<file path="src/source/minimig_map_pkg.sv">
`default_nettype none

package minimig_map_pkg;

	//------------------------------------------------------------
	// address map, 512k banks in word units
	//------------------------------------------------------------
	localparam int BANK_WORD_BITS = 18; // 256k words per bank
	localparam int SRAM_ADDR_BITS = 20; // bank number on top of offset

	typedef logic [1:0] bank_t;

	localparam bank_t BANK_CHIP = 2'd0;
	localparam bank_t BANK_SLOW = 2'd1;
	localparam bank_t BANK_KICK = 2'd2;

	// addr[22:18], i.e. byte address bits 23:19
	localparam logic [4:0] CHIP_BASE = 5'h00; // 0x000000
	localparam logic [4:0] SLOW_BASE = 5'h18; // 0xc00000
	localparam logic [4:0] KICK_BASE = 5'h1f; // 0xf80000

	//------------------------------------------------------------
	// sram pin cycle
	//------------------------------------------------------------
	localparam int SRAM_ACCESS_CYCLES = 2; // strobes low this long
	localparam int SRAM_CNT_BITS      = 2; // holds 0..SRAM_ACCESS_CYCLES

endpackage

`default_nettype wire
</file>
<file path="src/source/minimig_bus_pkg.sv">
`default_nettype none

package minimig_bus_pkg;

	// one memory request, held by its master until done comes back
	typedef struct packed {
		logic        active; // request pending
		logic [22:0] addr;   // word address, cpu a[23:1]
		logic        we;     // write
		logic [1:0]  be;     // [1] upper byte, [0] lower byte
		logic [15:0] wdata;
	} bus_req_t;

	typedef struct packed {
		logic        done;   // single cycle, like dtack
		logic [15:0] rdata;  // valid with done
	} bus_rsp_t;

	// current owner of the chip bus
	typedef enum logic [0:0] {
		MASTER_CPU = 1'b0,
		MASTER_DMA = 1'b1
	} master_t;

	// decoded command between gary-style decoder and sram bridge
	typedef struct packed {
		logic                                       start;
		logic [minimig_map_pkg::SRAM_ADDR_BITS-1:0] sram_addr; // {bank, offset}
		logic                                       we;        // already 0 for kick
		logic [1:0]                                 be;
		logic [15:0]                                wdata;
		logic                                       mapped;    // 0 -> no strobes
	} mem_cmd_t;

endpackage

`default_nettype wire

</file>
<file path="src/source/minimig_core.sv">
`timescale 1ns/1ns
`default_nettype none

module minimig_core (
	input  wire                                        clk,
	input  wire                                        reset,
	input  wire                                        ovl_i,
	// 68000 side
	input  wire [22:0]                                 cpu_addr_i,
	input  wire [15:0]                                 cpu_wdata_i,
	input  wire                                        _cpu_as_i,
	input  wire                                        _cpu_uds_i,
	input  wire                                        _cpu_lds_i,
	input  wire                                        cpu_r_w_i,
	output logic [15:0]                                cpu_data_o,
	output logic                                       _cpu_dtack_o,
	// bitplane fetch
	input  wire                                        dma_start_i,
	input  wire [minimig_map_pkg::BANK_WORD_BITS-1:0]  dma_ptr_i,
	input  wire [7:0]                                  dma_len_i,
	output logic [15:0]                                dma_data_o,
	output logic                                       dma_valid_o,
	output logic                                       dma_busy_o,
	// sram pins
	output logic [minimig_map_pkg::SRAM_ADDR_BITS-1:0] ram_addr_o,
	output logic [15:0]                                ram_data_o,
	input  wire [15:0]                                 ram_data_i,
	output logic                                       _ram_we_o,
	output logic                                       _ram_oe_o,
	output logic                                       _ram_bhe_o,
	output logic                                       _ram_ble_o
);
	import minimig_bus_pkg::*;

	bus_req_t cpu_req, dma_req, gnt_req; // masters and granted request
	bus_rsp_t cpu_rsp, dma_rsp, mem_rsp;
	mem_cmd_t mem_cmd;

	cpu_bus_bridge cpu_bridge_inst (
		.clk, .reset, .cpu_addr_i, .cpu_wdata_i, ._cpu_as_i, ._cpu_uds_i,
		._cpu_lds_i, .cpu_r_w_i, .cpu_data_o, ._cpu_dtack_o,
		.req_o(cpu_req), .rsp_i(cpu_rsp));

	bitplane_dma dma_inst (
		.clk, .reset, .dma_start_i, .dma_ptr_i, .dma_len_i, .dma_data_o,
		.dma_valid_o, .dma_busy_o, .req_o(dma_req), .rsp_i(dma_rsp));

	chip_bus_arbiter arbiter_inst (
		.clk, .reset, .cpu_req_i(cpu_req), .dma_req_i(dma_req),
		.cpu_rsp_o(cpu_rsp), .dma_rsp_o(dma_rsp),
		.gnt_req_o(gnt_req), .mem_rsp_i(mem_rsp));

	memory_decoder decoder_inst (
		.clk, .reset, .ovl_i, .gnt_req_i(gnt_req), .mem_cmd_o(mem_cmd));

	sram_bridge sram_inst (
		.clk, .reset, .mem_cmd_i(mem_cmd), .mem_rsp_o(mem_rsp),
		.ram_addr_o, .ram_data_o, .ram_data_i,
		._ram_we_o, ._ram_oe_o, ._ram_bhe_o, ._ram_ble_o);

endmodule

`default_nettype wire

</file>
<file path="src/source/sram_bridge.sv">
`timescale 1ns/1ns
`default_nettype none

module sram_bridge (
	input  wire                                        clk,
	input  wire                                        reset,
	input  wire minimig_bus_pkg::mem_cmd_t             mem_cmd_i,
	output minimig_bus_pkg::bus_rsp_t                  mem_rsp_o,
	output logic [minimig_map_pkg::SRAM_ADDR_BITS-1:0] ram_addr_o,
	output logic [15:0]                                ram_data_o,
	input  wire [15:0]                                 ram_data_i,
	output logic                                       _ram_we_o,
	output logic                                       _ram_oe_o,
	output logic                                       _ram_bhe_o,
	output logic                                       _ram_ble_o
);
	import minimig_bus_pkg::*;
	import minimig_map_pkg::*;

	mem_cmd_t                 cmd_q;   // held for the whole pin cycle
	logic                     busy_q;
	logic [SRAM_CNT_BITS-1:0] cnt_q;   // phase within the cycle
	logic                     done_q;
	logic [15:0]              rdata_q;
	logic                     strobe;  // pins active
	logic                     last_strobe;

	assign last_strobe = busy_q && (cnt_q == SRAM_CNT_BITS'(SRAM_ACCESS_CYCLES - 1));

	always_ff @(posedge clk) begin
		if (reset) begin
			busy_q <= 1'b0;
			cnt_q  <= '0;
			done_q <= 1'b0;
		end else begin
			done_q <= last_strobe;
			if (!busy_q) begin
				if (mem_cmd_i.start) begin
					busy_q <= 1'b1;
					cnt_q  <= '0;
				end
			end else if (cnt_q == SRAM_CNT_BITS'(SRAM_ACCESS_CYCLES)) begin
				busy_q <= 1'b0; // done cycle over, ready again
			end else begin
				cnt_q <= cnt_q + 1'b1;
			end
		end
	end

	always_ff @(posedge clk) begin
		if (!busy_q && mem_cmd_i.start)
			cmd_q <= mem_cmd_i;
		if (last_strobe)
			rdata_q <= (cmd_q.mapped && !cmd_q.we) ? ram_data_i : 16'h0000;
	end

	//------------------------------------------------------------
	// pins
	//------------------------------------------------------------
	assign strobe = busy_q && cmd_q.mapped &&
		(cnt_q < SRAM_CNT_BITS'(SRAM_ACCESS_CYCLES));

	assign ram_addr_o = cmd_q.sram_addr;
	assign ram_data_o = cmd_q.wdata;
	assign _ram_we_o  = !(strobe && cmd_q.we);
	assign _ram_oe_o  = !(strobe && !cmd_q.we);
	assign _ram_bhe_o = !(strobe && cmd_q.be[1]);
	assign _ram_ble_o = !(strobe && cmd_q.be[0]);

	assign mem_rsp_o = '{done: done_q, rdata: rdata_q};

	a_we_oe_excl: assert property (@(posedge clk) disable iff (reset)
		!(!_ram_we_o && !_ram_oe_o));

endmodule

`default_nettype wire

</file>
<file path="src/source/memory_decoder.sv">
`timescale 1ns/1ns
`default_nettype none

module memory_decoder (
	input  wire                            clk,
	input  wire                            reset,
	input  wire                            ovl_i,     // kickstart overlay
	input  wire minimig_bus_pkg::bus_req_t gnt_req_i,
	output minimig_bus_pkg::mem_cmd_t      mem_cmd_o
);
	import minimig_bus_pkg::*;
	import minimig_map_pkg::*;

	logic [4:0]                seg;    // 512k window
	logic [BANK_WORD_BITS-1:0] offset;
	bank_t                     bank;

	assign seg    = gnt_req_i.addr[22:18];
	assign offset = gnt_req_i.addr[BANK_WORD_BITS-1:0];

	always_comb begin
		mem_cmd_o.start  = gnt_req_i.active;
		mem_cmd_o.we     = gnt_req_i.we;
		mem_cmd_o.be     = gnt_req_i.be;
		mem_cmd_o.wdata  = gnt_req_i.wdata;
		mem_cmd_o.mapped = 1'b1;
		bank             = BANK_CHIP;
		case (seg)
			CHIP_BASE: begin
				// overlay: reads see rom, writes still hit chip
				if (ovl_i && !gnt_req_i.we)
					bank = BANK_KICK;
			end
			SLOW_BASE: bank = BANK_SLOW;
			KICK_BASE: begin
				bank         = BANK_KICK;
				mem_cmd_o.we = 1'b0; // rom is read only
			end
			default: begin
				mem_cmd_o.mapped = 1'b0; // nothing there
				mem_cmd_o.we     = 1'b0;
			end
		endcase
		mem_cmd_o.sram_addr = {bank, offset};
	end

	// bank 3 has no memory behind it
	a_bank_range: assert property (@(posedge clk) disable iff (reset)
		mem_cmd_o.start && mem_cmd_o.mapped |->
		mem_cmd_o.sram_addr[SRAM_ADDR_BITS-1 -: 2] != 2'd3);

endmodule

`default_nettype wire

</file>
<file path="src/source/chip_bus_arbiter.sv">
`timescale 1ns/1ns
`default_nettype none

module chip_bus_arbiter (
	input  wire                            clk,
	input  wire                            reset,
	input  wire minimig_bus_pkg::bus_req_t cpu_req_i,
	input  wire minimig_bus_pkg::bus_req_t dma_req_i,
	output minimig_bus_pkg::bus_rsp_t      cpu_rsp_o,
	output minimig_bus_pkg::bus_rsp_t      dma_rsp_o,
	output minimig_bus_pkg::bus_req_t      gnt_req_o,
	input  wire minimig_bus_pkg::bus_rsp_t mem_rsp_i
);
	import minimig_bus_pkg::*;

	master_t  owner_q;
	bus_req_t gnt_q;    // latched request of the owner
	logic     cpu_own;

	//------------------------------------------------------------
	// grant, dma first like dbr
	//------------------------------------------------------------
	always_ff @(posedge clk) begin
		if (reset) begin
			owner_q      <= MASTER_CPU;
			gnt_q.active <= 1'b0;
		end else if (gnt_q.active) begin
			if (mem_rsp_i.done)
				gnt_q.active <= 1'b0; // bus free next cycle
		end else if (dma_req_i.active) begin
			owner_q <= MASTER_DMA;
			gnt_q   <= dma_req_i;
		end else if (cpu_req_i.active) begin
			owner_q <= MASTER_CPU;
			gnt_q   <= cpu_req_i;
		end
	end

	assign gnt_req_o = gnt_q;
	assign cpu_own   = (owner_q == MASTER_CPU);

	// completion only to whoever holds the bus
	assign cpu_rsp_o = '{done: mem_rsp_i.done & cpu_own,
		rdata: cpu_own ? mem_rsp_i.rdata : 16'h0000};
	assign dma_rsp_o = '{done: mem_rsp_i.done & !cpu_own,
		rdata: cpu_own ? 16'h0000 : mem_rsp_i.rdata};

	a_one_done: assert property (@(posedge clk) disable iff (reset)
		!(cpu_rsp_o.done && dma_rsp_o.done));

endmodule

`default_nettype wire

</file>
<file path="src/source/bitplane_dma.sv">
`timescale 1ns/1ns
`default_nettype none

module bitplane_dma (
	input  wire                                        clk,
	input  wire                                        reset,
	input  wire                                        dma_start_i,
	input  wire [minimig_map_pkg::BANK_WORD_BITS-1:0]  dma_ptr_i,   // chip word pointer
	input  wire [7:0]                                  dma_len_i,   // words to fetch
	output logic [15:0]                                dma_data_o,
	output logic                                       dma_valid_o,
	output logic                                       dma_busy_o,
	output minimig_bus_pkg::bus_req_t                  req_o,
	input  wire minimig_bus_pkg::bus_rsp_t             rsp_i
);
	import minimig_bus_pkg::*;
	import minimig_map_pkg::*;

	logic [BANK_WORD_BITS-1:0] ptr_q;
	logic [7:0]                cnt_q;  // words still to fetch
	logic                      busy_q;

	always_ff @(posedge clk) begin
		if (reset) begin
			busy_q <= 1'b0;
		end else if (!busy_q) begin
			if (dma_start_i && dma_len_i != 8'd0)
				busy_q <= 1'b1;
		end else if (rsp_i.done && cnt_q == 8'd1) begin
			busy_q <= 1'b0; // last word in
		end
	end

	// pointer and count, start while busy is dropped
	always_ff @(posedge clk) begin
		if (!busy_q && dma_start_i) begin
			ptr_q <= dma_ptr_i;
			cnt_q <= dma_len_i;
		end else if (busy_q && rsp_i.done) begin
			ptr_q <= ptr_q + 1'b1;
			cnt_q <= cnt_q - 8'd1;
		end
	end

	// read only, full word, chip bank
	assign req_o = '{active: busy_q, addr: {CHIP_BASE, ptr_q}, we: 1'b0,
		be: 2'b11, wdata: 16'h0000};

	assign dma_valid_o = rsp_i.done;  // done only reaches the owner
	assign dma_data_o  = rsp_i.rdata;
	assign dma_busy_o  = busy_q;

	// a word may only show up while a run is active
	a_valid_in_run: assert property (@(posedge clk) disable iff (reset)
		dma_valid_o |-> dma_busy_o);

endmodule

`default_nettype wire

</file>
<file path="src/source/cpu_bus_bridge.sv">
`timescale 1ns/1ns
`default_nettype none

module cpu_bus_bridge (
	input  wire                        clk,
	input  wire                        reset,
	input  wire [22:0]                 cpu_addr_i,  // a[23:1]
	input  wire [15:0]                 cpu_wdata_i,
	input  wire                        _cpu_as_i,
	input  wire                        _cpu_uds_i,
	input  wire                        _cpu_lds_i,
	input  wire                        cpu_r_w_i,
	output logic [15:0]                cpu_data_o,
	output logic                       _cpu_dtack_o,
	output minimig_bus_pkg::bus_req_t  req_o,
	input  wire minimig_bus_pkg::bus_rsp_t rsp_i
);
	import minimig_bus_pkg::*;

	bus_req_t    req_q;
	logic        as_q;     // _as one cycle back
	logic        dtack_q;  // active low
	logic        as_fall;
	logic [15:0] data_q;

	// new cycle only after _as was seen high
	assign as_fall = !_cpu_as_i && as_q;

	always_ff @(posedge clk) begin
		if (reset) begin
			as_q         <= 1'b1;
			req_q.active <= 1'b0;
			dtack_q      <= 1'b1;
		end else begin
			as_q <= _cpu_as_i;
			if (as_fall && dtack_q && !req_q.active) begin
				req_q <= '{active: 1'b1, addr: cpu_addr_i, we: !cpu_r_w_i,
					be: {!_cpu_uds_i, !_cpu_lds_i}, wdata: cpu_wdata_i};
			end else if (req_q.active && rsp_i.done) begin
				req_q.active <= 1'b0;
				dtack_q      <= 1'b0; // ack the cycle after done
			end else if (!dtack_q && _cpu_as_i) begin
				dtack_q <= 1'b1;      // cpu ended its cycle
			end
		end
	end

	// read data held while dtack is low
	always_ff @(posedge clk) begin
		if (req_q.active && rsp_i.done)
			data_q <= rsp_i.rdata;
	end

	assign req_o        = req_q;
	assign cpu_data_o   = data_q;
	assign _cpu_dtack_o = dtack_q;

	// arbiter may sit on the request for a while, fields must not move
	a_req_stable: assert property (@(posedge clk) disable iff (reset)
		req_q.active && $past(req_q.active) |->
		$stable({req_q.addr, req_q.we, req_q.be, req_q.wdata}));

endmodule

`default_nettype wire

</file>
<file path="config.mk">
export PLATFORM = sky130hd
export DESIGN_NAME = minimig_core
export DESIGN_NICKNAME = d
export VERILOG_FILES = /design/src/source/minimig_map_pkg.sv /design/src/source/minimig_bus_pkg.sv /design/src/source/minimig_core.sv /design/src/source/sram_bridge.sv /design/src/source/memory_decoder.sv /design/src/source/chip_bus_arbiter.sv /design/src/source/bitplane_dma.sv /design/src/source/cpu_bus_bridge.sv
export SDC_FILE = /design/constraint.sdc
export NUM_CORES = 1
export LEC_CHECK = 0
export BUFFER_PORTS_ARGS = -buffer_cell sky130_fd_sc_hd__buf_2
export CORE_MARGIN = 10
export CORE_UTILIZATION = 50
export DETAILED_ROUTE_END_ITERATION = 7
export PLACE_DENSITY = 0.77
export SLEW_MARGIN = 20
export SYNTH_ARGS = -nofsm -noshare
export SYNTH_HDL_FRONTEND = slang
export SYNTH_HIERARCHICAL = 1
export SYNTH_SLANG_ARGS = --single-unit
export TNS_END_PERCENT = 1
</file>
<file path="constraint.sdc">
create_clock -name clk -period 4.2 [get_ports clk]
set_input_delay 0.21 -clock clk [delete_from_list [all_inputs] [get_ports clk]]
set_output_delay 0.21 -clock clk [all_outputs]
set_load 0.05 [all_outputs]
</file>
==> summary.md, run 1 <==
| Metric | Value |
|---|---|
| Run status | complete, no violations |
| Endpoint type of the worst setup path | register |
| Mapped Area | around 8600 µm² |
| Worst Hold Class | input port to register |
| Post-Place Cells | roughly 900 |
| # rows | 47 |
| Most common cell after layout, fill and taps aside | edfxtp_1 |
| Initial DRT Pass Iterations | 5 |
| Routed len/inst | 16.8 µm |
| Ranking of synthesized cells by area | edfxtp_1, buf_4, a22o_1, and2_1, dfxtp_1 |
| Via density | between 4 and 5 |
| Crit path arrival time | around 2.3 ns |
| Post-Syn Instances | 605 |
| Leakage power | 3.69 nW |
| Setup TNS | 0 ns |
| Flop pwr share | between 50% and 60% |
| Multi-input logic area | just under 2000 µm² |
| CTS tree | done |
| Post-synth EDFFs | ~180 |
| Final period utilization | roughly 53% |
| Clk pwr share | 35.4% |
| Final Non-Filler Cells | roughly 950 |
| GRT Residual Overflow | 0 |
| Largest net degree at the start of global routing | 44 |
| Distinct cell type count after synthesis | 57 |
| Peak supply drop | 0.307 mV |
| CTS clk-pin slew, worst paths | ~0.07 ns |
| TritonCTS buffer count | 17 |
| Area grow syn2layout | 13.4% |
| Core area | 16700 µm² |
| Die Span X | 151 µm |
| First-pass GRT wire length | about 25 mm |
| Max-slew violation count | 0 |
| H-tree depth | 4 |
| Crit Path Max Fanout | 26 |
| NumNets Final | around 810 |
| Number of global-route vias before repair | between 4k and 5k |
| Min-delay src | cpu_r_w_i |
| Antenna violations before repair | 1 |
| Share of cells above drive strength 1 | approximately 30% |
| Post-detail-place hpwl | between 10 and 15 mm |
| Worst-Margin Slew | about 0.94 ns |
| Finish-stage setup viols | 0 |
| Hold Vio Cnt, Final | 0 |
| Top Ports | 164 |
| CTS sink cnt | around 190 |
| Fraction of registers with async set/reset | 0% |
| Final wirelength | 16.0 mm |
| Register cell area after layout | approximately 5700 µm² |
| Tot GR Track Use | between 10% and 20% |
| Final Skew | 0.0137 ns |
| Port Buf Inserts | 163 |
| Max-Slew Margin vs Limit | between 30 and 40% |
| Combinational Power Share | around 11% |
| CP Class | register to register |
| Worst Setup Start Kind | register |
| Crit path from | dma_inst/dma_busy_o$_SDFF_PP0_ |
| Most frequent cells in the layout | edfxtp_1, buf_2, a22o_1 |
| Switching share of power | about 25% |
| Synth warnings | 6 |
| Clock Latency Late Sink | approximately 0.43 ns |
| Iteration-0 DRC Markers | 220 |
| DRC | 0 |
| NetSw | about 0.0011 W |
| Max-Cap Viols | 0 |
| Max Buffers Root-to-Sink | 2 |
| P_int | approximately 0.0032 W |
| CP Data Required Time | between 4 and 5 ns |
| Antenna-violating nets left | 0 |
| Via count | ~4.7k |
| Synthesized area per cell | approximately 14 µm² |
| Highest clock rate | 450 MHz |
| Initial core utilization | 51.3% |
| Die Span Y | about 150 µm |
| Top_reg_cell synth | edfxtp_1 |
| CTS root buffer | clkbuf_16 |
| Post-CTS sizing | 0 |
| Crit path time final | around 2.2 ns |
| Power Density | between 400 and 500 nW/µm² |
| Post-synth top area cell | edfxtp_1 |
| Filler instances | ~1.3k |
| RSZ-0062 raised after global routing | false |
| GPL Wtd Cong | 0.816 |
| Reg-to-Reg Start | dma_inst/dma_busy_o$_SDFF_PP0_ |
| Top-area cell type share of the netlist area | between 60% and 70% |
| Die area | between 20000 and 25000 µm² |
| Sequential area share after synthesis | between 60 and 70% |
| Seq cells post-synth | roughly 190 |
## metal layers
| metal | track usage (%) | wire (µm) | vias to the layer above |
|---|---|---|---|
| li1 | - | - | 2265 |
| met1 | 16.0 | 6190 | 2195 |
| met2 | 23.4 | 8010 | 198 |
| met3 | 4.86 | 1380 | 29 |
| met4 | 6.79 | 401 | 0 |
| met5 | 0 | 0 | - |
## what timing repair did
action / CTS / global route
hold buffers: 39 / 0
setup endpoints to repair: 0 / 0
endpoints found under the hold margin: 39 / 0
buffers inserted: 0 / 0
## worst max-delay path, cell delays in order (launching register included)
cell and delay, ns:
dfxtp_2 0.63, nor2_1 0.15, nor3_4 0.67, buf_4 0.43
## per-stage QoR
stage / utilization, % / power (W) / setup slack [ns] / instance area [µm²] / hold slack [ns]
after floorplan: - / 0.00273 / 0.896 / 8650 / 0.279
after detailed placement: 52.4 / 0.00278 / 1.70 / 8760 / 0.388
final: 58.2 / 0.00428 / 1.98 / 9710 / 0.0385
after CTS: 58.1 / 0.00431 / 1.68 / 9710 / 0.0240
after global routing: 58.2 / 0.00444 / 1.72 / 9710 / 0.0256
after global placement: 52.4 / 0.00276 / 1.80 / 8760 / 0.386
## power by group through the flow
stage | clock network [W] | registers (W) | logic [W]
after global routing | 0.00162 | 0.00231 | 0.000505
final | 0.00151 | 0.00230 | 0.000465
after global placement | 0 | 0.00233 | 0.000424
after detailed placement | 0 | 0.00234 | 0.000438
after floorplan | 0 | 0.00231 | 0.000416
after CTS | 0.00155 | 0.00230 | 0.000468
## state kept, by name, summed over array words and instances, names as in the netlist, 8 cells and up
signal and flops:
arbiter_inst/gnt_req_o 43, cpu_bridge_inst/cpu_data_o 16, cpu_bridge_inst/req_o 43, dma_inst/cnt_q 8
dma_inst/ptr_q 18, sram_inst/ram_addr_o 20, sram_inst/ram_data_o 16, sram_inst/rdata_q 16
## synth_stat cells, types with 3 or more instances
cell type / number
a21oi_1: 5
a22o_1: 41
and2_1: 37
and2b_1: 7
buf_2: 3
buf_4: 117
buf_6: 7
clkbuf_1: 7
dfxtp_1: 10
edfxtp_1: 182
ha_1: 5
inv_1: 12
mux2i_1: 3
nand2_1: 38
nand2b_1: 4
nand3_1: 6
nand4_1: 3
nor2_1: 12
nor2b_1: 13
nor3_1: 10
nor4_1: 5
o21ai_0: 18
or4b_1: 3
xnor2_1: 13
xor2_1: 5
## kinds of logic (layout without fill, tap and decap cells)
group / count (synthesis) / after routing / synth area share (%)
AOI/OAI and AO/OA: 79 / 79 / 7.19
muxes: 3 / 3 / 0.351
xor gates and xnor gates: 18 / 18 / 1.84
other: 2 / 25 / 0.0877
DFF: 192 / 192 / 66.1
and+or+nand+nor: 158 / 158 / 11.2
adders and majority gates: 5 / 5 / 0.730
buffers and inverters: 148 / 249 / 12.5
## final timing paths
check | slack, ns | cells past startpoint | end
min | 0.04 | 2 | cpu_bridge_inst/req_o[18]$_DFFE_PP_
min reg2reg | 0.42 | 0 | sram_inst/ram_data_o[2]$_DFFE_PP_
max reg2reg | 1.98 | 3 | arbiter_inst/gnt_req_o[6]$_DFFE_PP_
max | 1.98 | 3 | arbiter_inst/gnt_req_o[6]$_DFFE_PP_
## cell type report
type | instances | share of cell area [%]
Tap cell | 220 | 2.83
Inverter | 12 | 0.464
Antenna cell | 1 | 0.0258
Timing Repair Buffer | 205 | 12.7
Clock buffer | 18 | 4.42
Multi-Input combinational cell | 287 | 19.9
Clock inverter | 14 | 1.33
Sequential cell | 192 | 58.3
(Power assumes the default switching activity.)
==> inputs of run 2 (changes only) <==
clock period = 1.98 ns   (was 4.2 ns; I/O delays follow)
==> run 2 against run 1 <==
  * Sequential cell count unchanged
  * Combinational power increased by 140%
  * Largest cell class unchanged
  * Setup slack worse by 1.9 ns
  * Die area did not move
  * Highest routed layer unchanged
  * Global-route usage increased by 1.2 points
  * Critical path depth grew 2
  * Clock skew down 0.0023 ns
  * Wire length up 7.9%
  * Worst hold slack lost 0.0057 ns
==> summary.md, run 2 (synthesis gave the netlist of run 1 again) <==
| Metric | Value |
|---|---|
| Crit path arrival time | 2.07 ns (-0.25 ns) |
| Antenna violations before repair | 0 (-1) |
| Most frequent cells in the layout | edfxtp_1, buf_2, dlygate4sd3_1 |
| First-pass GRT wire length | 26.9 mm (+8.7%) |
| Routed len/inst | 17.3 µm (+2.6%) |
| Met3 layer usage reported by global route | 4.83% (-0.030 points) |
| Finish-stage setup viols | 0 (unchanged) |
| Max-slew violation count | 0 (unchanged) |
| Highest clock rate | 531 MHz (+18%) |
| Top Ports | 164 (unchanged) |
| TritonCTS buffer count | 17 (unchanged) |
| CTS tree | done |
| Crit Path Max Fanout | 4 (-85%) |
| Tot GR Track Use | 15.3% (+1.2 points) |
| # rows | 47 (unchanged) |
| Via count | 4871 (+3.9%) |
| CP Data Required Time | 2.17 ns (-2.12 ns) |
| Die area | 22800 µm² (unchanged) |
| Leakage power | 3.93 nW (+6.6%) |
| Run status | complete, no violations |
| Iteration-0 DRC Markers | 262 (+19%) |
| Share of cells above drive strength 1 | 29.0% (-0.58 points) |
| Power Density | 916 nW/µm² (+110%) |
| CP Class | register to register |
| Worst Setup Start Kind | register |
| Antenna-violating nets left | 0 (unchanged) |
| Grt met2 use | 27.3% (+3.9 points) |
| Final setup margin | 0.0964 ns (-1.88 ns) |
| Crit path time final | 1.88 ns (-0.340 ns) |
| Initial DRT Pass Iterations | 7 (+2) |
| Via density | 4.88 (-1.2%) |
| Worst Hold Class | input port to register |
| Slowest stage delay, CP | 0.42 ns (-0.25 ns) |
| Die Span X | 151 µm (unchanged) |
| CTS root buffer | clkbuf_16 |
| Core area | 16700 µm² (unchanged) |
| CTS clk-pin slew, worst paths | 0.08 ns (about the same) |
| DRC | 0 (unchanged) |
| GPL Wtd Cong | 0.800 (-2.0%) |
| Area grow syn2layout | 20.1% |
| Max-Cap Viols | 0 (unchanged) |
| Largest net degree at the start of global routing | 43 (-2.3%) |
| GRT Residual Overflow | 0 (unchanged) |
| Slowest cell on the critical path | edfxtp_1 |
| Global-route met1 utilization | 16.7% (+0.68 points) |
| Final period utilization | 95.1% (+42 points) |
| Tot Pwr | 0.00943 W (+120%) |
| Post-detail-place hpwl | 11.5 mm (+2.0%) |
| Top delay family on crit path | simple AND/OR/NAND/NOR gates |
| Pre-CTS WS | 0.131 ns (-1.57 ns) |
| NumNets Final | 858 (+6.1%) |
| Final wirelength | 17.2 mm (+7.9%) |
| Port Buf Inserts | 163 (unchanged) |
| Final Skew | 0.0114 ns (-0.00225 ns) |
| Endpoint type of the worst setup path | register |
| GRT busiest layer | met2 |
| Die Span Y | 151 µm (unchanged) |
| Clock Latency Late Sink | 0.43 ns (about the same) |
| Peak supply drop | 0.600 mV (+96%) |
| H-tree depth | 4 (unchanged) |
| Initial core utilization | 51.3% (unchanged) |
| Hold Vio Cnt, Final | 0 (unchanged) |
| CTS sink cnt | 192 (unchanged) |
| Worst path cell trace | ha_1 -> nand3_1 -> nor4_4 -> mux2i_1 -> a211o_1 |
| Number of global-route vias before repair | 5120 (+6.5%) |
| Most common cell after layout, fill and taps aside | edfxtp_1 |
| Max Buffers Root-to-Sink | 2 (unchanged) |
| WP buf/inv | 0 (-1) |
| RSZ-0062 raised after global routing | false |
-- run 2: changes by cell type in the layout (fill, tap and decap cells not counted), moves of 2 or more --
cell,delta
inv_8,+2
inv_6,-2
buf_4,+3
clkinv_1,-3
clkinvlp_4,+2
buf_12,+4
dlygate4sd3_1,+42
-- run 2: timing repair --
item                                   CTS  global route
endpoints found under the hold margin   82             0
buffers inserted                         0             0
resized for setup                        0             0
hold buffers                            81             0
-- run 2: final timing paths --
path,startpoint,to,slack [ns],cells past startpoint
worst max-delay path,dma_inst/ptr_q[1]$_DFFE_PP_,dma_inst/ptr_q[14]$_DFFE_PP_,0.1,5
worst min-delay path,dma_ptr_i[0],dma_inst/ptr_q[0]$_DFFE_PP_,0.03,3
worst max register to register,dma_inst/ptr_q[1]$_DFFE_PP_,dma_inst/ptr_q[14]$_DFFE_PP_,0.1,5
worst min register to register,arbiter_inst/gnt_req_o[3]$_DFFE_PP_,sram_inst/ram_data_o[3]$_DFFE_PP_,0.42,0
-- run 2: final cells by class --
type	instances	area [µm²]
flip-flops and latches	192	5670
clock buffers	18	429
diodes	1	2.50
clock inverters	14	175
well taps	220	275
inverters	12	45.0
fillers	1235	6410
multi-input cells	287	1940
repair buffers	254	1750
-- run 2: through the flow --
stage / util (%) / cell area [µm²] / setup TNS [ns] / hold slack (ns) / instances
6_report: 61.6 / 10300 / 0 / 0.0327 / 998
5_1_grt: 61.6 / 10300 / 0 / 0.0477 / 997
4_1_cts: 61.6 / 10300 / 0 / 0.0141 / 997
3_5_place_dp: 53.1 / 8870 / 0 / 0.277 / 884
3_3_place_gp: 53.1 / 8870 / 0 / 0.276 / 884
2_1_floorplan: - / 8680 / -27.43 / 0.161 / 627
-- run 2: per-layer routing --
layer / wire length [µm] / vias to the layer above
met5: 0 / -
met4: 291 / 0
met3: 1350 / 30
met2: 9150 / 196
met1: 6440 / 2278
li1: - / 2367
-- run 2: worst register-to-register path, cell delays in order (launching register included) --
cell and delay [ns]:
edfxtp_1 0.42, ha_1 0.24, nand3_1 0.22, nor4_4 0.36
mux2i_1 0.13, a211o_1 0.27
-- run 2: power breakdown --
part / switching (W) / internal (W) / total (W)
Combinational: 0.000689 / 0.000433 / 0.00112
Sequential: 0.000123 / 0.00472 / 0.00485
Clock: 0.00154 / 0.00191 / 0.00346
==> inputs of run 3 (changes only) <==
BUFFER_PORTS_ARGS = unset   (was -buffer_cell sky130_fd_sc_hd__buf_2)
CORE_UTILIZATION = 57   (was 50)
DONT_BUFFER_PORTS = 1   (was unset)
HOLD_SLACK_MARGIN = 0.15   (was unset)
PLACE_DENSITY = 0.76   (was 0.77)
==> run 3 against run 2 <==
  * Critical path depth did not move
  * Non-clock buffer count fell by 154
  * Cell count fell by 19%
  * Total power fell by 5.6%
  * Sequential power rose by 4.3%
==> summary.md, run 3 (synthesis gave the netlist of run 1 again) <==
| Metric | Value |
|---|---|
| Routed len/inst | 19.9 µm (+15%) |
| Highest clock rate | 543 MHz (+2.3%) |
| Setup TNS | 0 ns (unchanged) |
| Worst reg2reg path depth | 5 (unchanged) |
| Max-Cap Viols | 0 (unchanged) |
| Via count | 4334 (-11%) |
| Crit Path Max Fanout | 5 (+1) |
| TritonCTS buffer count | 17 (unchanged) |
| Worst-Margin Slew | between 0.6 and 0.7 ns |
| DRC | 0 (unchanged) |
| Run status | complete, no violations |
| H-tree depth | 4 (unchanged) |
| Die Span X | 143 µm (-5.5%) |
| Final wirelength | 16.1 mm (-6.4%) |
| Initial core utilization | 58.5% (+7.2 points) |
| Post-CTS sizing | 0 (unchanged) |
| Initial DRT Pass Iterations | 5 (-2) |
| Largest net degree at the start of global routing | 43 (unchanged) |
| Die area | 20300 µm² (-11%) |
| Crit path arrival time | 2.02 ns (-0.05 ns) |
| Area grow syn2layout | 10.2% |
| # rows | 44 (-6.4%) |
| Most common cell after layout, fill and taps aside | edfxtp_1 |
| Die Span Y | 143 µm (-5.5%) |
| Filler instances | 1019 (-17%) |
| Peak supply drop | 0.541 mV (-9.9%) |
| Setup slack, reg-to-reg | 0.14 ns (+0.04 ns) |
| WHS Path Cells | 2 (-1) |
| Max Buffers Root-to-Sink | 2 (unchanged) |
| Final Skew | 0.00929 ns (-0.00212 ns) |
| Via density | 5.35 (+9.6%) |
| Iteration-0 DRC Markers | 276 (+5.3%) |
| Worst Setup Start Kind | register |
| Combinational Power Share | 8.7% (-3.2 points) |
| Flop pwr share | 56.9% (+5.5 points) |
| Worst Hold Class | input port to register |
| RSZ-0062 raised after global routing | false |
| GPL Wtd Cong | 0.769 (-3.9%) |
| CTS root buffer | clkbuf_16 |
| Antenna violations before repair | 3 (+3) |
| Final period utilization | 93.0% (-2.1 points) |
| NetSw | 0.00221 W (-6.0%) |
| Max-slew violation count | 0 (unchanged) |
| CP Class | register to register |
| P_int | 0.00668 W (-5.5%) |
| Max-Slew Margin vs Limit | about 59% |
| Clk pwr share | 34.4% (-2.3 points) |
| GRT Residual Overflow | 0 (unchanged) |
| First-pass GRT wire length | 25.0 mm (-6.8%) |
| Endpoint type of the worst setup path | register |
| Antenna-violating nets left | 0 (unchanged) |
| CP Data Required Time | 2.16 ns (about the same) |
| Hold Vio Cnt, Final | 0 (unchanged) |
| Finish-stage setup viols | 0 (unchanged) |
| Top Ports | 164 (unchanged) |
| Most frequent cells in the layout | edfxtp_1, dlygate4sd3_1, a22o_1 |
| Leakage power | 3.28 nW (-17%) |
| Core area | 14600 µm² (-12%) |
| NumNets Final | 704 (-18%) |
| Tot GR Track Use | 16.0% (+0.74 points) |
| Crit path time final | 1.84 ns (-0.0416 ns) |
| CTS tree | done |
| Switching share of power | 24.9% (-0.11 points) |
| Number of global-route vias before repair | 4681 (-8.6%) |
| Tot Pwr | 0.00890 W (-5.6%) |
| Post-detail-place hpwl | 10.3 mm (-10%) |
| Clock Latency Late Sink | 0.42 ns (about the same) |
| Port Buf Inserts | 0 (-100%) |
| CTS clk-pin slew, worst paths | 0.07 ns (about the same) |
| CTS sink cnt | 192 (unchanged) |
| Hold_ws | 0.232 ns (+0.199 ns) |
| Power Density | 943 nW/µm² (+2.9%) |
| Share of cells above drive strength 1 | 9.47% (-19 points) |
[run 3: cell count changes in the layout (fill, tap and decap cells not counted), moves of 2 or more]
cell	previous run	this run
diode_2	1	3
buf_4	6	8
dlygate4sd3_1	81	88
bufinv_16	2	0
clkbuf_1	1	3
clkinv_1	0	3
inv_8	4	2
clkinvlp_4	3	1
buf_2	163	0
[run 3: worst max-delay path: stages (launching register included)]
cell and delay [ns]:
edfxtp_1 0.43, ha_1 0.23, nand3_1 0.21, nor4_4 0.33
mux2i_1 0.13, a211o_1 0.27
[run 3: cell type report]
cell class	instances	area [µm²]	area share, %
antenna	3	7.51	0.0796
tap	184	230	2.44
multi-input combinational	287	1940	20.6
timing repair buffer	100	1020	10.8
sequential	192	5670	60.1
clock buffer	20	437	4.63
clock inverter	12	86.3	0.915
inverter	12	45.0	0.477
[run 3: final timing paths]
path,end,startpoint
max reg2reg,dma_inst/ptr_q[14]$_DFFE_PP_,dma_inst/ptr_q[0]$_DFFE_PP_
min reg2reg,sram_inst/ram_data_o[5]$_DFFE_PP_,arbiter_inst/gnt_req_o[5]$_DFFE_PP_
min,dma_inst/cnt_q[1]$_DFFE_PP_,dma_start_i
max,dma_inst/ptr_q[14]$_DFFE_PP_,dma_inst/ptr_q[0]$_DFFE_PP_
[run 3: metal layers]
metal / up-vias / global-route usage (%) / routed length, µm
li1: 2061 / - / -
met1: 2077 / 17.4 / 6200
met2: 175 / 28.1 / 8430
met3: 21 / 5.21 / 1170
met4: 0 / 6.62 / 338
met5: - / 0 / 0
[run 3: repair_timing]
item,in CTS,in global routing
setup endpoints to repair,0,0
endpoints found under the hold margin,137,0
setup buffers,0,0
hold buffers,88,0
[run 3: per-stage QoR]
stage / util, % / std cells / cell area [µm²] / setup WS, ns
finish: 64.4 / 810 / 9440 / 0.138
global route: 64.4 / 810 / 9440 / 0.0343
CTS: 64.4 / 807 / 9430 / 0.177
detailed placement: 54.8 / 687 / 8030 / 0.182
global placement: 54.8 / 687 / 8030 / 0.221
floorplan: - / 627 / 8680 / -0.362
[run 3: power groups by stage]
stage                     clock network (W)  logic, W  registers [W]
after floorplan                           0  0.000890        0.00491
after global placement                    0  0.000591        0.00514
after detailed placement                  0  0.000615        0.00515
after CTS                           0.00313  0.000767        0.00507
after global routing                0.00330  0.000845        0.00509
final                               0.00306  0.000775        0.00506
